### src/source/raster_pkg.sv
package raster_pkg;

	localparam int block_bits = 2;                          // log2 of the block side.
	localparam int block_side = 1 << block_bits;
	localparam int block_pixels = block_side * block_side;  // one mask bit per pixel.

	// unsigned screen coordinate in whole pixels.
	typedef logic [9:0] coord;

	typedef struct packed {
		coord x;
		coord y;
	} raster_xy;

	// edge function value, wide enough for 10-bit products and their sums.
	typedef logic signed [31:0] edge_val;

	// one value per edge, edge k runs from vertex k to vertex k+1.
	typedef edge_val [2:0] edge_tri;

	// block count minus one along an axis.
	typedef logic [7:0] coarse_dim;

	// bit 4*row + column covers the pixel at that offset in the block.
	typedef logic [block_pixels - 1:0] cover_mask;

endpackage

### src/source/fine_raster.sv
`timescale 1ns/1ps

module fine_raster (
	input  logic                  clk,
	input  logic                  rst_n,
	input  raster_pkg::raster_xy  in_pos,
	input  raster_pkg::edge_tri   in_corners,
	input  raster_pkg::edge_tri   in_step_x,
	input  raster_pkg::edge_tri   in_step_y,
	input  logic                  in_valid,
	output logic                  in_ready,
	output raster_pkg::raster_xy  out_pos,
	output raster_pkg::cover_mask out_mask,
	output logic                  out_valid,
	input  logic                  out_ready
);

	raster_pkg::cover_mask mask;
	logic hit_any;

	assign in_ready = !out_valid || out_ready;
	assign hit_any = |mask;

	always_comb begin
		raster_pkg::edge_val e;
		logic hit;
		mask = '0;
		for (int r = 0; r < raster_pkg::block_side; r++) begin
			for (int c = 0; c < raster_pkg::block_side; c++) begin
				hit = 1'b1;
				for (int i = 0; i < 3; i++) begin
					e = in_corners[i] + c * in_step_x[i] + r * in_step_y[i];
					hit = hit && !e[$bits(raster_pkg::edge_val) - 1];  // on the edge counts.
				end
				mask[r * raster_pkg::block_side + c] = hit;
			end
		end
	end

	always_ff @(posedge clk or negedge rst_n) begin
		if (!rst_n)
			out_valid <= 1'b0;
		else if (in_ready)
			out_valid <= in_valid && hit_any;   // empty blocks vanish here.
	end

	always_ff @(posedge clk) begin
		if (in_valid && in_ready && hit_any) begin
			out_pos <= in_pos;
			out_mask <= mask;
		end
	end

	a_mask_live: assert property (@(posedge clk) disable iff (!rst_n)
		out_valid |-> out_mask != '0);

endmodule

### config.mk
export PLATFORM = sky130hd
export DESIGN_NAME = fine_raster
export DESIGN_NICKNAME = d
export VERILOG_FILES = /design/src/source/raster_pkg.sv /design/src/source/fine_raster.sv
export SDC_FILE = /design/constraint.sdc
export NUM_CORES = 2
export LEC_CHECK = 0
export BUFFER_PORTS_ARGS = -buffer_cell sky130_fd_sc_hd__buf_2
export CAP_MARGIN = 20
export CELL_PAD_IN_SITES_DETAIL_PLACEMENT = 1
export CELL_PAD_IN_SITES_GLOBAL_PLACEMENT = 2
export CORE_MARGIN = 8
export CORE_UTILIZATION = 35
export DETAILED_ROUTE_END_ITERATION = 8
export GPL_TIMING_DRIVEN = 0
export PLACE_DENSITY_LB_ADDON = 0.1
export SKIP_LAST_GASP = 1
export SYNTH_ARGS = -nofsm -noshare
export SYNTH_HDL_FRONTEND = slang
export SYNTH_SLANG_ARGS = --single-unit
### constraint.sdc
create_clock -name clk -period 2.48 [get_ports clk]
set_input_delay 0.372 -clock clk [delete_from_list [all_inputs] [get_ports clk]]
set_output_delay 0.372 -clock clk [all_outputs]
set_load 0.02 [all_outputs]
==> key figures <==
Global routing
  • Vias in the first global route: 47700
  • Global route overflow: 0
  • Largest net degree at the start of global routing: 16
  • GRT Resource Usage Total: roughly a quarter
  • Antenna violations before repair: 15
  • First-pass GRT wire length: ~280000 um

Setup path
  • Reg-to-reg slack, setup: ~960 ps
  • CP top delay family: compound AO/OA/AOI/OAI gates
  • Type of the worst setup path: primary input to register
  • Crit. End Element: register
  • CP max stage cell: fa_2
  • FF-to-FF End: out_pos[12]
  • Buffers & Inverters on Critical Path: 4
  • CP max FO: 7
  • R2r worst-path depth: 4
  • Critical Path Max Stage Delay: approximately 600 ps
  • Worst setup SP type: primary input
  • Most used cell, CP: a21o_1
  • Critical R2R Launch: out_valid
  • Worst path required time: between 2000 and 3000 ps
  • Critical Path AT: slightly below 7000 ps

Detailed routing
  • Initial DRC count: roughly 1600
  • Post-DRT Antenna Nets: 0
  • Routed WL: about 180000 um
  • # DRC: 0
  • Vias per cell: 5.69
  • Via count: roughly 45000
  • Pre-antenna DRT Iters: 5
  • Routed WL per cell: 23.0 um

Logic synthesis
  • Synth warn: 0
  • Syn Nets: 7696
  • Yosys cell types: 88
  • Mapped cell area: about 47000 um^2
  • Ys async rst share: about 2.7%
  • Area leader, netlist: ha_1
  • Synth cell count leaders: ha_1, a21oi_1, inv_1, a21o_1, xnor2_1
  • Number of flops mapped to enable cells by yosys: 36
  • Flops & latches, synth: 37
  • Top cells by area, synth: ha_1, a21o_1, a21oi_1
  • Most frequent cell after synthesis: ha_1
  • Seq/Total Area, Yosys: 2.37%
  • Main synth FF type: edfxtp_1
  • Syn Area/Cell: 8.21 um^2
  • Mapped Cells: around 5700
  • Post-synth top area share: between 40% and 50%

Clocking
  • Clock slew at reported path FFs: 70 ps
  • # H-tree levels: 2
  • CTS tree: yes
  • Root buffer cell: clkbuf_16
  • Cts bufs inserted: 5
  • CTS Buffer Depth: 2
  • Clk_lat worst skew: 320 ps
  • CTS sink cnt: 37

Floorplanning
  • Core region area: 133000 um^2
  • Io pins: 350
  • Die Span Y: around 380 um
  • Starting density of the core: 35.1%
  • Die area: 145000 um^2
  • # rows: around 130
  • Die width: between 300 and 400 um

STA
  • Final hold violation count: 0
  • Worst rel slew slack: 29.1%
  • Fmax: approximately 150 MHz
  • Setup TNS: -189670 ps
  • Setup Skew: around 11 ps
  • Max Slew Vio Count: 0
  • # setup viols final: 52
  • Fin crit period: approximately 6700 ps
  • Least-Margin Pin Slew: about 1100 ps
  • Setup ws final: -4230 ps
  • Crit share post-route: 270%
  • RSZ-0062 raised after global routing: yes

Placed design
  • Placed cells: ~8000
  • PortBufs: around 340
  • Dpl ws: -6310 ps
  • GPL Wtd Cong: 0.875
  • Placed cell area: slightly above 50000 um^2
  • Hpwl dp: roughly 160000 um

Power
  • Clock power share: 2.4%
  • Peak supply drop: 0.000345 V
  • Logic pwr share: between 90% and 100%
  • Sequential power share: about 3.7%
  • Sw frac: a little under three fifths
  • Overall power: about 35 mW
  • Pint: around 15 mW
  • Switch Pwr: 19.4 mW
  • Power Density: roughly 610 nW/um^2
  • Leak Pwr: roughly 29 nW

Layout
  • Area growth syn-to-layout: 22.6%
  • Fill cell count: about 16000
  • Nets@finish: around 8200
  • Non-Filler Instances: ~8000
  • Share of layout cells above drive strength 1: a little under a fifth
  • Design Area, Final: around 57000 um^2

Hold path
  • Worst Hold End: out_pos[6]
  • Hold_sp: in_pos[6]
  • Worst hold-check path type: primary input to register
  • Hold Path Cell Cnt: 1

Outcome
  • Violations in the final reports: setup timing
  • Status: finished with violations

Job
  • Max-cap violations: 0
## sequential cells by signal (all words and copies together) (netlist names)
name       count
out_valid      1
out_pos       20
out_mask      16
## through the flow
| step | util [%] | hold slack [ps] |
|---|---|---|
| finish | 43.0 | 219 |
| global route | 43.0 | 202 |
| CTS | 40.0 | 210 |
| detailed placement | 38.7 | 151 |
| global placement | 38.7 | 147 |
| floorplan | - | 76.4 |
## power groups by stage
stage / Sequential (mW) / Combinational (mW) / Clock [mW]
2_1_floorplan: 1.42 / 19.2 / 0
3_3_place_gp: 1.28 / 27.6 / 0
3_5_place_dp: 1.28 / 28.4 / 0
4_1_cts: 1.27 / 30.3 / 0.845
5_1_grt: 1.28 / 36.2 / 0.872
6_report: 1.27 / 32.5 / 0.822
## metal layers
| metal | vias to the layer above | share of wire [%] | GRT usage, % |
|---|---|---|---|
| met1 | 22200 | 46 | 30.7 |
| met4 | 2 | 1.8 | 3.97 |
| met3 | 147 | 3.3 | 2.83 |
| met2 | 579 | 49 | 43.2 |
| li1 | 22400 | - | - |
| met5 | - | 0.0055 | 0 |
## timing repair
| action | 4_1_cts | 5_1_grt |
|---|---|---|
| gates cloned | 1 | 1 |
| hold endpoints to repair | 1 | 0 |
| setup endpoints to repair | 52 | 52 |
| pin swaps | 103 | 310 |
| buffers inserted | 53 | 117 |
| gates resized for setup | 210 | 646 |
| hold buffers | 1 | 0 |
## cell type report
type	count	area [um^2]	share of cell area [%]
Buffer	15	72.6	0.127
Sequential cell	37	1110	1.94
Tap cell	1768	2210	3.87
Antenna cell	8	20.0	0.0351
Clock buffer	6	129	0.226
Timing Repair Buffer	513	3600	6.31
Multi-Input combinational cell	5084	47900	83.9
Inverter	536	2010	3.52
Clock inverter	2	35.0	0.0614
## layout by cell type, fill, tap and decap left out, types with 87 or more instances in the layout
cell     instances
nand2_1        207
nand4_1        167
buf_4          186
buf_2          248
ha_4            90
a21oi_1        463
xnor2_1        238
fa_1            87
ha_1          1510
a21o_1         424
nor2_1         269
o21ai_0        202
inv_1          526
nand3_1         87
## worst max path at each step
stage                             start  depth (start not counted)            to
after floorplan           in_step_y[33]                         29   out_mask[0]
after global placement    in_step_y[66]                         30   out_pos[19]
after detailed placement  in_step_y[66]                         31   out_pos[19]
after CTS                 in_step_x[33]                         33  out_mask[11]
after global routing      in_step_x[66]                         32   out_mask[2]
final                     in_step_x[33]                         33   out_pos[12]
## logic make-up (layout without fill, tap and decap cells)
group           after synthesis  in the layout  share of synthesized area (%)
flops                        37             37                           2.37
mux                           3              3                         0.0645
compound gates             1803           1803                           25.3
fa+ha+maj                  1710           1710                           47.5
buf+inv                     553           1072                           4.46
other cells                   0              8                              0
simple gates               1166           1166                           12.6
xor+xnor                    402            402                           7.68
(Power assumes the default switching activity.)
