--- src/source/raster_pkg.sv ---
package raster_pkg;

	localparam int block_bits = 2;                          // log2 of the block side.
	localparam int block_side = 1 << block_bits;
	localparam int block_pixels = block_side * block_side;  // one mask bit per pixel.

	// unsigned screen coordinate in whole pixels.
	typedef logic [9:0] coord;

	typedef struct packed {
		coord x;
		coord y;
	} raster_xy;

	// edge function value, wide enough for 10-bit products and their sums.
	typedef logic signed [31:0] edge_val;

	// one value per edge, edge k runs from vertex k to vertex k+1.
	typedef edge_val [2:0] edge_tri;

	// block count minus one along an axis.
	typedef logic [7:0] coarse_dim;

	// bit 4*row + column covers the pixel at that offset in the block.
	typedef logic [block_pixels - 1:0] cover_mask;

endpackage

--- src/source/tri_setup.sv ---
`timescale 1ns/1ps

module tri_setup (
	input  logic                  clk,
	input  logic                  rst_n,
	input  raster_pkg::coord      v0_x,
	input  raster_pkg::coord      v0_y,
	input  raster_pkg::coord      v1_x,
	input  raster_pkg::coord      v1_y,
	input  raster_pkg::coord      v2_x,
	input  raster_pkg::coord      v2_y,
	input  logic                  tri_valid,
	output logic                  tri_ready,
	output raster_pkg::raster_xy  pos_ref,
	output raster_pkg::coarse_dim span_x,
	output raster_pkg::coarse_dim span_y,
	output raster_pkg::edge_tri   edge_refs,
	output raster_pkg::edge_tri   step_x,
	output raster_pkg::edge_tri   step_y,
	output logic                  setup_valid,
	input  logic                  setup_ready
);

	raster_pkg::coord min_x, max_x, min_y, max_y, org_x, org_y;
	raster_pkg::coord vx [3];
	raster_pkg::coord vy [3];
	raster_pkg::edge_tri a_n, b_n, e_n;
	logic take;

	function automatic raster_pkg::coord min3(raster_pkg::coord a, raster_pkg::coord b,
		raster_pkg::coord c);
		raster_pkg::coord m;
		m = (a < b) ? a : b;
		return (c < m) ? c : m;
	endfunction

	function automatic raster_pkg::coord max3(raster_pkg::coord a, raster_pkg::coord b,
		raster_pkg::coord c);
		raster_pkg::coord m;
		m = (a > b) ? a : b;
		return (c > m) ? c : m;
	endfunction

	assign tri_ready = !setup_valid || setup_ready;
	assign take = tri_valid && tri_ready;

	assign vx = '{v0_x, v1_x, v2_x};
	assign vy = '{v0_y, v1_y, v2_y};

	assign min_x = min3(v0_x, v1_x, v2_x);
	assign max_x = max3(v0_x, v1_x, v2_x);
	assign min_y = min3(v0_y, v1_y, v2_y);
	assign max_y = max3(v0_y, v1_y, v2_y);

	assign org_x = min_x & ~raster_pkg::coord'(raster_pkg::block_side - 1);  // round down to grid.
	assign org_y = min_y & ~raster_pkg::coord'(raster_pkg::block_side - 1);

	// E = A*x + B*y + C, evaluated once at the box origin.
	always_comb begin
		raster_pkg::edge_val xa, ya, xb, yb, px, py;
		px = raster_pkg::edge_val'(org_x);
		py = raster_pkg::edge_val'(org_y);
		for (int k = 0; k < 3; k++) begin
			xa = raster_pkg::edge_val'(vx[k]);
			ya = raster_pkg::edge_val'(vy[k]);
			xb = raster_pkg::edge_val'(vx[(k + 1) % 3]);
			yb = raster_pkg::edge_val'(vy[(k + 1) % 3]);
			a_n[k] = ya - yb;
			b_n[k] = xb - xa;
			e_n[k] = a_n[k] * px + b_n[k] * py + xa * yb - xb * ya;
		end
	end

	always_ff @(posedge clk or negedge rst_n) begin
		if (!rst_n)
			setup_valid <= 1'b0;
		else if (tri_ready)
			setup_valid <= tri_valid;
	end

	always_ff @(posedge clk) begin
		if (take) begin
			pos_ref.x <= org_x;
			pos_ref.y <= org_y;
			span_x <= raster_pkg::coarse_dim'((max_x >> raster_pkg::block_bits) -
				(min_x >> raster_pkg::block_bits));
			span_y <= raster_pkg::coarse_dim'((max_y >> raster_pkg::block_bits) -
				(min_y >> raster_pkg::block_bits));
			edge_refs <= e_n;
			step_x <= a_n;
			step_y <= b_n;
		end
	end

	a_setup_hold: assert property (@(posedge clk) disable iff (!rst_n)
		setup_valid && !setup_ready |=> setup_valid && $stable(edge_refs));

endmodule

--- config.mk ---
export PLATFORM = sky130hd
export DESIGN_NAME = tri_setup
export DESIGN_NICKNAME = d
export VERILOG_FILES = /design/src/source/raster_pkg.sv /design/src/source/tri_setup.sv
export SDC_FILE = /design/constraint.sdc
export NUM_CORES = 2
export LEC_CHECK = 0
export ABC_AREA = 1
export BUFFER_PORTS_ARGS = -buffer_cell sky130_fd_sc_hd__buf_2
export CELL_PAD_IN_SITES_DETAIL_PLACEMENT = 0
export CELL_PAD_IN_SITES_GLOBAL_PLACEMENT = 1
export CORE_ASPECT_RATIO = 1.4
export CORE_MARGIN = 2
export CORE_UTILIZATION = 40
export CTS_CLUSTER_SIZE = 14
export DETAILED_ROUTE_END_ITERATION = 7
export PLACE_DENSITY = 0.76
export RECOVER_POWER = 50
export SYNTH_ARGS = -nofsm -noshare
export SYNTH_HDL_FRONTEND = slang
export SYNTH_SLANG_ARGS = --single-unit
--- constraint.sdc ---
create_clock -name clk -period 9.6 [get_ports clk]
set_clock_uncertainty 0.2 [all_clocks]
set_input_delay 0.96 -clock clk [delete_from_list [all_inputs] [get_ports clk]]
set_output_delay 0.96 -clock clk [all_outputs]
set_load 0.01 [all_outputs]
==> run metrics <==
Remaining Overflow, GRT 0; maximum clock rate about 0.10 GHz; slack of the critical path -0.0228 ns; Rows 164; CP max FO 6; Initial DRT Pass Iterations 6; die width 324 um; critical path's largest stage delay ~0.57 ns; crit share post-route 100%; worst rel slew slack -152%; core area approximately 140,000 sq um; first-pass GRT wire length 305 mm; largest net degree at the start of global routing 68; clock tree from TritonCTS yes; crit path launch v1_y[1]; dominant cell type by area after synthesis fa_1; Port Buf Inserts 385; sequential area share after synthesis 9.08%; fill count between 10,000 and 15,000; dpl cells 9,976; final antenna-violating net count 0; area grow syn2layout 21.9%; boundary pin count a little under 400; Worst-Margin Slew approximately 3.8 ns; Inserted Clock Buffers 17; Max clock buf depth 2; Setup crit end kind flip-flop; die area between 100,000 and 150,000 sq um; DRT iter0 DRCs 3,152; synth top area cells fa_1, ha_1, inv_1; Post-synth top cells inv_1, nand2_1, fa_1; die height 453 um; Slew Viols, Final 178; vias 49,800; Crit-path slowest cell fa_1; Post-synth ARST share 0.575%; global placer's final weighted congestion slightly above 1; cell area after synthesis 57,500 sq um; EDFF count, synth 173; reg2reg start setup_valid; Finished Layout Cells between 10,000 and 15,000; worst hold margin 0.398 ns; Syn Area/Cell approximately 8.0 sq um; HPWL Detailed 172 mm; CTS H-tree lvls 4; Skew-Pair Late Insertion Delay 0.57 ns; Final Setup Violations 1; Data arrival, critical path 9.74 ns; WS Path Type in -> reg; Fin. Hold Viols 0; min-delay src setup_valid; count leader, synth inv_1; vias in the first global route between 50,000 and 60,000; synth unique cells 53; flops & latches, synth 174; final core occ 49.2%; Vias/cell 4.92; Post-Synthesis Cells 7,189; CTS clk-pin slew, worst paths about 0.10 ns; number of clock sinks 174; Routed WL per cell 20.0 um; Initial Util 40.3%; status finished, violations left; Yosys Warn Count 0; CTS root buf clkbuf_16; max cap viols 3; final WL between 200 and 250 mm; WP data required 9.71 ns; failing checks max-capacitance violations, max-slew violations, negative setup slack; RSZ-0062 raised after global routing yes; share of post-route cells with drive strength above 1 18.8%; initial antenna violation count 16; nets 9,939; Synth Flop Type edfxtp_1; gr usage total 27.6%; Hold WC Path Type reg -> reg; Residual DRC 0; min Tclk post-route between 9 and 10 ns; DP Worst Slack -1.34 ns; top cell type's share of synthesized area ~32%; crit start category input port
placed cells by master (no fill, tap or decap), drive strengths merged, types with 7 or more instances in the layout:
cell / synthesis / final
nor2: 408 / 408
o21ai: 211 / 211
a21boi: 17 / 17
edfxtp: 173 / 173
o211ai: 9 / 9
inv: 1927 / 1931
ha: 772 / 772
xnor2: 121 / 121
nor3: 39 / 39
o31ai: 21 / 21
nor4: 15 / 15
a31oi: 23 / 23
o21a: 10 / 10
a21oi: 336 / 336
xor2: 208 / 208
buf: 203 / 1035
clkinv: 1 / 7
clkbuf: 126 / 276
a21o: 23 / 23
fa: 923 / 923
diode: 0 / 8
nand2: 1416 / 1418
nand4: 33 / 33
nand3: 117 / 117
o21bai: 19 / 19
flip-flops by register name (all words and copies together) (netlist names):
name,flops
step_x,33
setup_valid,1
span_y,8
pos_ref,16
step_y,33
span_x,8
edge_refs,75
per-stage QoR:
step / TNS (ns) / cell area (sq um)
5_1_grt: -7.91 / 70100
3_3_place_gp: -43.19 / 66400
4_1_cts: 0 / 67700
6_report: -0.0228 / 70100
3_5_place_dp: -44.69 / 66400
2_1_floorplan: 0 / 57900
critical path, delay by kind of cell:
| family | cells | cell delay (ns) |
|---|---|---|
| adder cells (fa/ha/maj) | 10 | 4.18 |
| XOR/XNOR | 2 | 0.29 |
| AND/OR/NAND/NOR | 20 | 1.87 |
| buffers and inverters | 11 | 1.14 |
| AO/OA/AOI/OAI | 7 | 1.24 |
final cells by class:
cell class / instances / area, sq um / share of cell area [%]
antenna: 8 / 20.0 / 0.0286
inverter: 1928 / 7320 / 10.4
clock buffer: 18 / 429 / 0.612
timing repair inverter: 2 / 16.3 / 0.0232
tap: 1909 / 2390 / 3.41
timing repair buffer: 1294 / 8940 / 12.8
clock inverter: 13 / 156 / 0.223
sequential: 174 / 5220 / 7.45
multi-input combinational: 4763 / 45600 / 65.1
cells by family (layout without fill, tap and decap cells):
group,after synthesis,in the layout,synth area share (%)
adders and majority gates,1695,1695,48.9
other,1,12,0.00652
xor gates and xnor gates,329,329,5.01
and+or+nand+nor,2036,2038,14.2
DFF,174,174,9.08
buffers and inverters,2257,3255,16.0
AOI/OAI and AO/OA,697,697,6.76
metal layers:
metal	up-vias	track usage, %	part of all wire [%]
li1	23400	-	-
met1	24500	33.7	40
met2	1484	47.4	49
met3	364	3.23	5.4
met4	6	15.1	6.3
met5	-	0	0.022
repair_timing:
action / in CTS / in global routing
endpoints found under the hold margin: 1 / 0
gates cloned: 3 / 7
buffers inserted: 28 / 62
resized for setup: 105 / 531
hold buffers: 1 / 0
pin swaps: 39 / 198
endpoints found under the setup margin: 41 / 43
final timing paths:
path / slack, ns / depth (start not counted) / end
setup / recovery: -0.02 / 50 / edge_refs[54]
max in group asynchronous: 8.63 / 2 / setup_valid
setup reg to reg: 3.69 / 3 / edge_refs[37]
hold reg to reg: 0.40 / 2 / setup_valid
min in group asynchronous: 0.49 / 2 / setup_valid
hold / removal: 0.40 / 2 / setup_valid
Power is not shown: default switching activity piles up to over one toggle a cycle in this logic, so the estimate is an artifact.
