==> src/source/raster_pkg.sv <==
package raster_pkg;

	localparam int block_bits = 2;                          // log2 of the block side.
	localparam int block_side = 1 << block_bits;
	localparam int block_pixels = block_side * block_side;  // one mask bit per pixel.

	// unsigned screen coordinate in whole pixels.
	typedef logic [9:0] coord;

	typedef struct packed {
		coord x;
		coord y;
	} raster_xy;

	// edge function value, wide enough for 10-bit products and their sums.
	typedef logic signed [31:0] edge_val;

	// one value per edge, edge k runs from vertex k to vertex k+1.
	typedef edge_val [2:0] edge_tri;

	// block count minus one along an axis.
	typedef logic [7:0] coarse_dim;

	// bit 4*row + column covers the pixel at that offset in the block.
	typedef logic [block_pixels - 1:0] cover_mask;

endpackage

==> src/source/skid_flow.sv <==
`timescale 1ns/1ps

module skid_flow (
	input  logic clk,
	input  logic rst_n,
	input  logic in_valid,
	output logic in_ready,
	input  logic out_ready,
	output logic out_valid,
	output logic stall,
	output logic load_main,
	output logic load_spare,
	output logic take_spare
);

	logic full, spare_full, accept;

	assign out_valid = full;
	assign in_ready = !spare_full;
	assign stall = spare_full;                // upstream must hold its word.
	assign accept = in_valid && in_ready;

	assign load_main = accept && (!full || out_ready);
	assign load_spare = accept && full && !out_ready;   // main is stuck, park the new word.
	assign take_spare = spare_full && out_ready;        // older word left, spare moves up.

	always_ff @(posedge clk or negedge rst_n) begin
		if (!rst_n) begin
			full <= 1'b0;
			spare_full <= 1'b0;
		end else begin
			if (load_main || take_spare)
				full <= 1'b1;
			else if (out_ready)
				full <= 1'b0;

			if (load_spare)
				spare_full <= 1'b1;
			else if (take_spare)
				spare_full <= 1'b0;
		end
	end

endmodule

==> src/source/skid_buf.sv <==
`timescale 1ns/1ps

module skid_buf #(
	parameter int width = 8
) (
	input  logic               clk,
	input  logic [width - 1:0] in,
	output logic [width - 1:0] out,
	input  logic               load_main,
	input  logic               load_spare,
	input  logic               take_spare
);

	logic [width - 1:0] main_q, spare_q;

	assign out = main_q;

	always_ff @(posedge clk) begin
		if (load_main)
			main_q <= in;
		else if (take_spare)
			main_q <= spare_q;

		if (load_spare)
			spare_q <= in;
	end

endmodule

==> src/source/coarse_raster.sv <==
`timescale 1ns/1ps

module coarse_raster (
	input  logic                  clk,
	input  logic                  rst_n,
	input  raster_pkg::raster_xy  pos_ref,
	input  raster_pkg::coarse_dim span_x,
	input  raster_pkg::coarse_dim span_y,
	input  raster_pkg::edge_tri   edge_refs,
	input  raster_pkg::edge_tri   step_x,
	input  raster_pkg::edge_tri   step_y,
	input  logic                  in_valid,
	output logic                  in_ready,
	input  logic                  out_ready,
	output logic                  out_valid,
	output raster_pkg::raster_xy  pos,
	output raster_pkg::edge_tri   corners,
	output raster_pkg::edge_tri   pos_step_x,
	output raster_pkg::edge_tri   pos_step_y
);

	raster_pkg::coord ref_x;
	raster_pkg::raster_xy next_pos, send_pos;
	raster_pkg::coarse_dim stride_x, stride_y, width;
	raster_pkg::edge_tri edge_fns, edge_vert, edge_vert_next, edge_tests;
	raster_pkg::edge_tri tri_step_x, tri_step_y, x_offsets, y_offsets, test_offsets;
	raster_pkg::edge_tri send_corners, send_step_x, send_step_y;
	logic [2:0] edge_signs;
	logic running, send_valid, send, start, end_x, end_y;
	logic skid_ready, stall, load_main, load_spare, take_spare;
	logic [$bits(raster_pkg::raster_xy) + 3 * $bits(raster_pkg::edge_tri) - 1:0] blk_word,
		skid_word;

	assign end_x = stride_x == '0;
	assign end_y = stride_y == '0;

	assign send = &edge_signs && send_valid;
	assign in_ready = skid_ready && !running;
	assign start = in_valid && in_ready;

	assign blk_word = {send_pos, send_corners, send_step_x, send_step_y};
	assign {pos, corners, pos_step_x, pos_step_y} = skid_word;

	skid_flow skid_flow0 (
		.clk(clk),
		.rst_n(rst_n),
		.in_valid(send),
		.in_ready(skid_ready),
		.out_ready(out_ready),
		.out_valid(out_valid),
		.stall(stall),
		.load_main(load_main),
		.load_spare(load_spare),
		.take_spare(take_spare)
	);

	skid_buf #(.width($bits(blk_word))) skid_buf0 (
		.clk(clk),
		.in(blk_word),
		.out(skid_word),
		.load_main(load_main),
		.load_spare(load_spare),
		.take_spare(take_spare)
	);

	always_comb begin
		for (int i = 0; i < 3; i++) begin
			x_offsets[i] = tri_step_x[i] <<< raster_pkg::block_bits;
			y_offsets[i] = tri_step_y[i] <<< raster_pkg::block_bits;
			// push toward the corner where E is largest.
			test_offsets[i] = raster_pkg::edge_val'(raster_pkg::block_side - 1) *
				((tri_step_x[i][31] ? '0 : tri_step_x[i]) +
				(tri_step_y[i][31] ? '0 : tri_step_y[i]));
			edge_tests[i] = edge_fns[i] + test_offsets[i];
			edge_vert_next[i] = edge_vert[i] + y_offsets[i];
		end
	end

	always_ff @(posedge clk or negedge rst_n) begin
		if (!rst_n) begin
			running <= 1'b0;
			send_valid <= 1'b0;
		end else if (!stall) begin
			if (running)
				running <= !end_x || !end_y;
			else
				running <= start;

			send_valid <= running;
		end
	end

	always_ff @(posedge clk) begin
		if (!stall) begin
			send_pos <= next_pos;
			send_corners <= edge_fns;
			send_step_x <= tri_step_x;
			send_step_y <= tri_step_y;

			stride_x <= stride_x - 1'b1;
			next_pos.x <= next_pos.x + raster_pkg::coord'(raster_pkg::block_side);

			for (int i = 0; i < 3; i++) begin
				edge_fns[i] <= edge_fns[i] + x_offsets[i];
				edge_signs[i] <= !edge_tests[i][$bits(raster_pkg::edge_val) - 1];
			end

			if (end_x) begin                 // row done, rewind x.
				next_pos.x <= ref_x;
				next_pos.y <= next_pos.y + raster_pkg::coord'(raster_pkg::block_side);
				stride_x <= width;
				stride_y <= stride_y - 1'b1;
				edge_fns <= edge_vert_next;
				edge_vert <= edge_vert_next;
			end

			if (start) begin
				next_pos <= pos_ref;
				ref_x <= pos_ref.x;
				width <= span_x;
				stride_x <= span_x;
				stride_y <= span_y;
				edge_fns <= edge_refs;
				edge_vert <= edge_refs;
				tri_step_x <= step_x;
				tri_step_y <= step_y;
			end
		end
	end

	// a new triangle always starts a walk that blocks the input.
	a_walk_busy: assert property (@(posedge clk) disable iff (!rst_n)
		start |=> running && !in_ready);

endmodule

==> config.mk <==
export PLATFORM = sky130hd
export DESIGN_NAME = coarse_raster
export DESIGN_NICKNAME = d
export VERILOG_FILES = /design/src/source/raster_pkg.sv /design/src/source/skid_flow.sv /design/src/source/skid_buf.sv /design/src/source/coarse_raster.sv
export SDC_FILE = /design/constraint.sdc
export NUM_CORES = 2
export LEC_CHECK = 0
export BUFFER_PORTS_ARGS = -buffer_cell sky130_fd_sc_hd__buf_2
export CAP_MARGIN = 20
export CELL_PAD_IN_SITES_DETAIL_PLACEMENT = 0
export CELL_PAD_IN_SITES_GLOBAL_PLACEMENT = 2
export CORE_MARGIN = 2
export CORE_UTILIZATION = 30
export DETAILED_ROUTE_END_ITERATION = 8
export HOLD_SLACK_MARGIN = 0.12
export PLACE_DENSITY = 0.59
export RECOVER_POWER = 25
export SLEW_MARGIN = 40
export SYNTH_ARGS = -nofsm -noshare
export SYNTH_HDL_FRONTEND = slang
export SYNTH_HIERARCHICAL = 1
export SYNTH_SLANG_ARGS = --single-unit
export TNS_END_PERCENT = 100
==> constraint.sdc <==
create_clock -name clk -period 29.4 [get_ports clk]
set_input_delay 8.82 -clock clk [delete_from_list [all_inputs] [get_ports clk]]
set_output_delay 8.82 -clock clk [all_outputs]
set_load 0.005 [all_outputs]
==> impl_metrics.json <==
{
  "firstDrtPassIters": 5,
  "cts_tree": "done",
  "wl_per_cell_um": 23.4,
  "rsz0062_at_grt": "false",
  "path_clk_slew_ns": 0.06,
  "crit_path_start_kind": "input port",
  "nets": 6411,
  "grt_max_degree": 114,
  "cp.arrival_ns": 12.00,
  "slew_headroom_pct": -375,
  "yosysUniqueCellTypes": 86,
  "yosys-top-cells-area": "edfxtp_1, ha_1, mux2_2",
  "gr-total-overflow": 0,
  "routabilityCongestion": 0.814,
  "syn2layout_area_growth_pct": 17.8,
  "syn-num-nets": 5704,
  "outcome": "finished with violations",
  "dpl.hpwl_um": 150000,
  "io_buffers": 637,
  "cts_hold_buf": 0,
  "cp_max_fo": 52,
  "coreArea_um2": 223000,
  "worstHoldPathType": "reg -> reg",
  "yosysWarnings": 6,
  "powerDensity_nw_per_um2": 88.0,
  "finalPower_mw": 6.98,
  "final_common_cell": "edfxtp_1",
  "final_cell_mix": "edfxtp_1, buf_2, ha_1",
  "rows": 173,
  "worst_pin_slew_ns": 7.12,
  "syn_area_um2": 67300,
  "cts_num_sinks": 1369,
  "yosysTopAreaCell": "edfxtp_1",
  "htree_levels": 4,
  "drc": 0,
  "layout-drive-gt1-share_pct": 22.2,
  "die-height_um": 478,
  "failed_checks": "capacitance limit, slew limit",
  "grt_first_pass_wirelength_um": 296000,
  "grt_antenna_before_repair": 69,
  "dpl_worst_slack_ns": 16.94,
  "skew_ns": 0.0565,
  "setup_tns_ns": 0,
  "power.leakage_nw": 30.6,
  "period_share_pct": 39.3,
  "setup_violations": 0,
  "synthArstFlopShare_pct": 0.292,
  "ios": 638,
  "cts_resized": 0,
  "drt-total-wl_um": 204000,
  "ant_nets": 0,
  "yosysSeqAreaShare_pct": 61.0,
  "fmax_ghz": 0.0866,
  "final.fill_count": 21600,
  "crit_type": "in -> reg",
  "synth_area_per_cell_um2": 13.7,
  "cap_violations": 8,
  "netlist.area_leader.share_pct": 60.9,
  "synthCells": 4919,
  "fp.dieW_um": 478,
  "setup_slack_ns": 17.85,
  "max-vdd-ir-drop_mv": 0.0609,
  "cts.path.max_buffers": 3,
  "cts_buffers": 157,
  "grtUsageTotal_pct": 17.6,
  "vias": 41800,
  "synth_top_flop_cell": "edfxtp_1",
  "ys_seq_elements": 1369,
  "required_ns": 29.84,
  "fin_crit_ns": 11.55,
  "clk_latency_ns": 0.84,
  "endpoint_kind": "flop",
  "start_util_pct": 30.2,
  "cts_setup_buffers": 0,
  "slew_viol_final": 427,
  "grt_pass1_vias": 42300,
  "synth-edff-count": 1365,
  "dieArea_um2": 228000,
  "via_per_inst": 4.78,
  "drt_iter0_drc": 2817,
  "cts-root-buf": "clkbuf_16",
  "hold_viol": 0
}
==> path summary, 6_finish.rpt <==
check                            startpoint                   end  slack [ns]  depth (start not counted)
setup / recovery                  out_ready    skid_buf0/out[260]       17.85                          6
hold / removal                 next_pos[11]         blk_word[299]        0.42                          0
max in group asynchronous             rst_n  skid_flow0/out_valid       21.47                          1
min in group asynchronous             rst_n      skid_flow0/stall        7.80                          1
setup reg to reg           skid_flow0/stall          blk_word[42]       18.87                          5
hold reg to reg                next_pos[11]         blk_word[299]        0.42                          0
==> worst max-delay path, cell delays in order <==
cell and delay [ns]:
buf_2 0.15, inv_1 0.12, a21oi_4 0.60, or2_4 0.75, buf_4 0.69, buf_4 0.73
==> power by group <==
part	switching (mW)	total, mW	internal (mW)	leakage, nW
combinational	1.18	2.06	0.888	15.1
clock	0.847	1.97	1.12	2.48
sequential	0.254	2.95	2.70	13.1
total	2.28	6.98	4.70	30.6
==> logic make-up (layout without fill, tap and decap cells) <==
logic type / count (synthesis) / count (layout) / synth area share [%]
DFF: 1369 / 1369 / 61.0
and+or+nand+nor: 1110 / 1110 / 8.04
AOI/OAI and AO/OA: 1042 / 1042 / 9.79
adders and majority gates: 457 / 457 / 9.33
muxes: 332 / 332 / 6.09
buffers and inverters: 317 / 1151 / 1.94
xor gates and xnor gates: 292 / 292 / 3.80
other: 0 / 14 / 0
==> synth_stat cells (all sizes together), types with 22 or more instances <==
master / number
nor2: 266
xor2: 112
edfxtp: 1365
fa: 75
nor2b: 212
inv: 178
a31oi: 47
nand3: 63
nor3: 45
a211oi: 44
buf: 47
clkbuf: 92
nand2: 328
a21oi: 312
o21bai: 40
o211ai: 28
o21a: 28
a21o: 164
nand4: 26
xnor2: 180
and3: 33
o31ai: 22
nand2b: 43
o21ai: 243
ha: 382
mux2: 322
==> final cells by class <==
class,count,area (µm²),share of cell area [%]
Sequential cell,1369,41100,51.8
Multi-Input combinational cell,3233,25000,31.6
Clock buffer,190,4090,5.16
Tap cell,2975,3720,4.69
Timing Repair Buffer,687,3640,4.59
Clock inverter,96,1030,1.30
Inverter,178,669,0.844
Antenna cell,14,35.0,0.0442
==> metal layers <==
| layer | vias to the layer above | routed length, µm | GRT usage (%) |
|---|---|---|---|
| li1 | 19900 | - | - |
| met1 | 20600 | 95400 | 24.5 |
| met2 | 990 | 96000 | 28.5 |
| met3 | 273 | 8780 | 2.92 |
| met4 | 26 | 4020 | 4.16 |
| met5 | - | 149 | 0 |
==> state kept, by name, indices dropped and copies added (netlist names), 10 cells and up <==
name,cells
blk_word,308
skid_buf0/out,308
skid_buf0/spare_q,308
edge_fns,96
edge_vert,96
tri_step_x,96
tri_step_y,96
next_pos,20
ref_x,10
==> stage by stage <==
step / instance area, µm² / instances / hold WS, ns / util, %
floorplan: 67300 / 4919 / 0.400 / -
finish: 79300 / 8742 / 0.424 / 35.6
global route: 79300 / 8735 / 0.429 / 35.6
CTS: 79300 / 8727 / 0.418 / 35.6
detailed placement: 74200 / 8441 / 0.407 / 33.3
global placement: 74100 / 8439 / 0.401 / 33.3
Power figures use the tool's default switching activity.
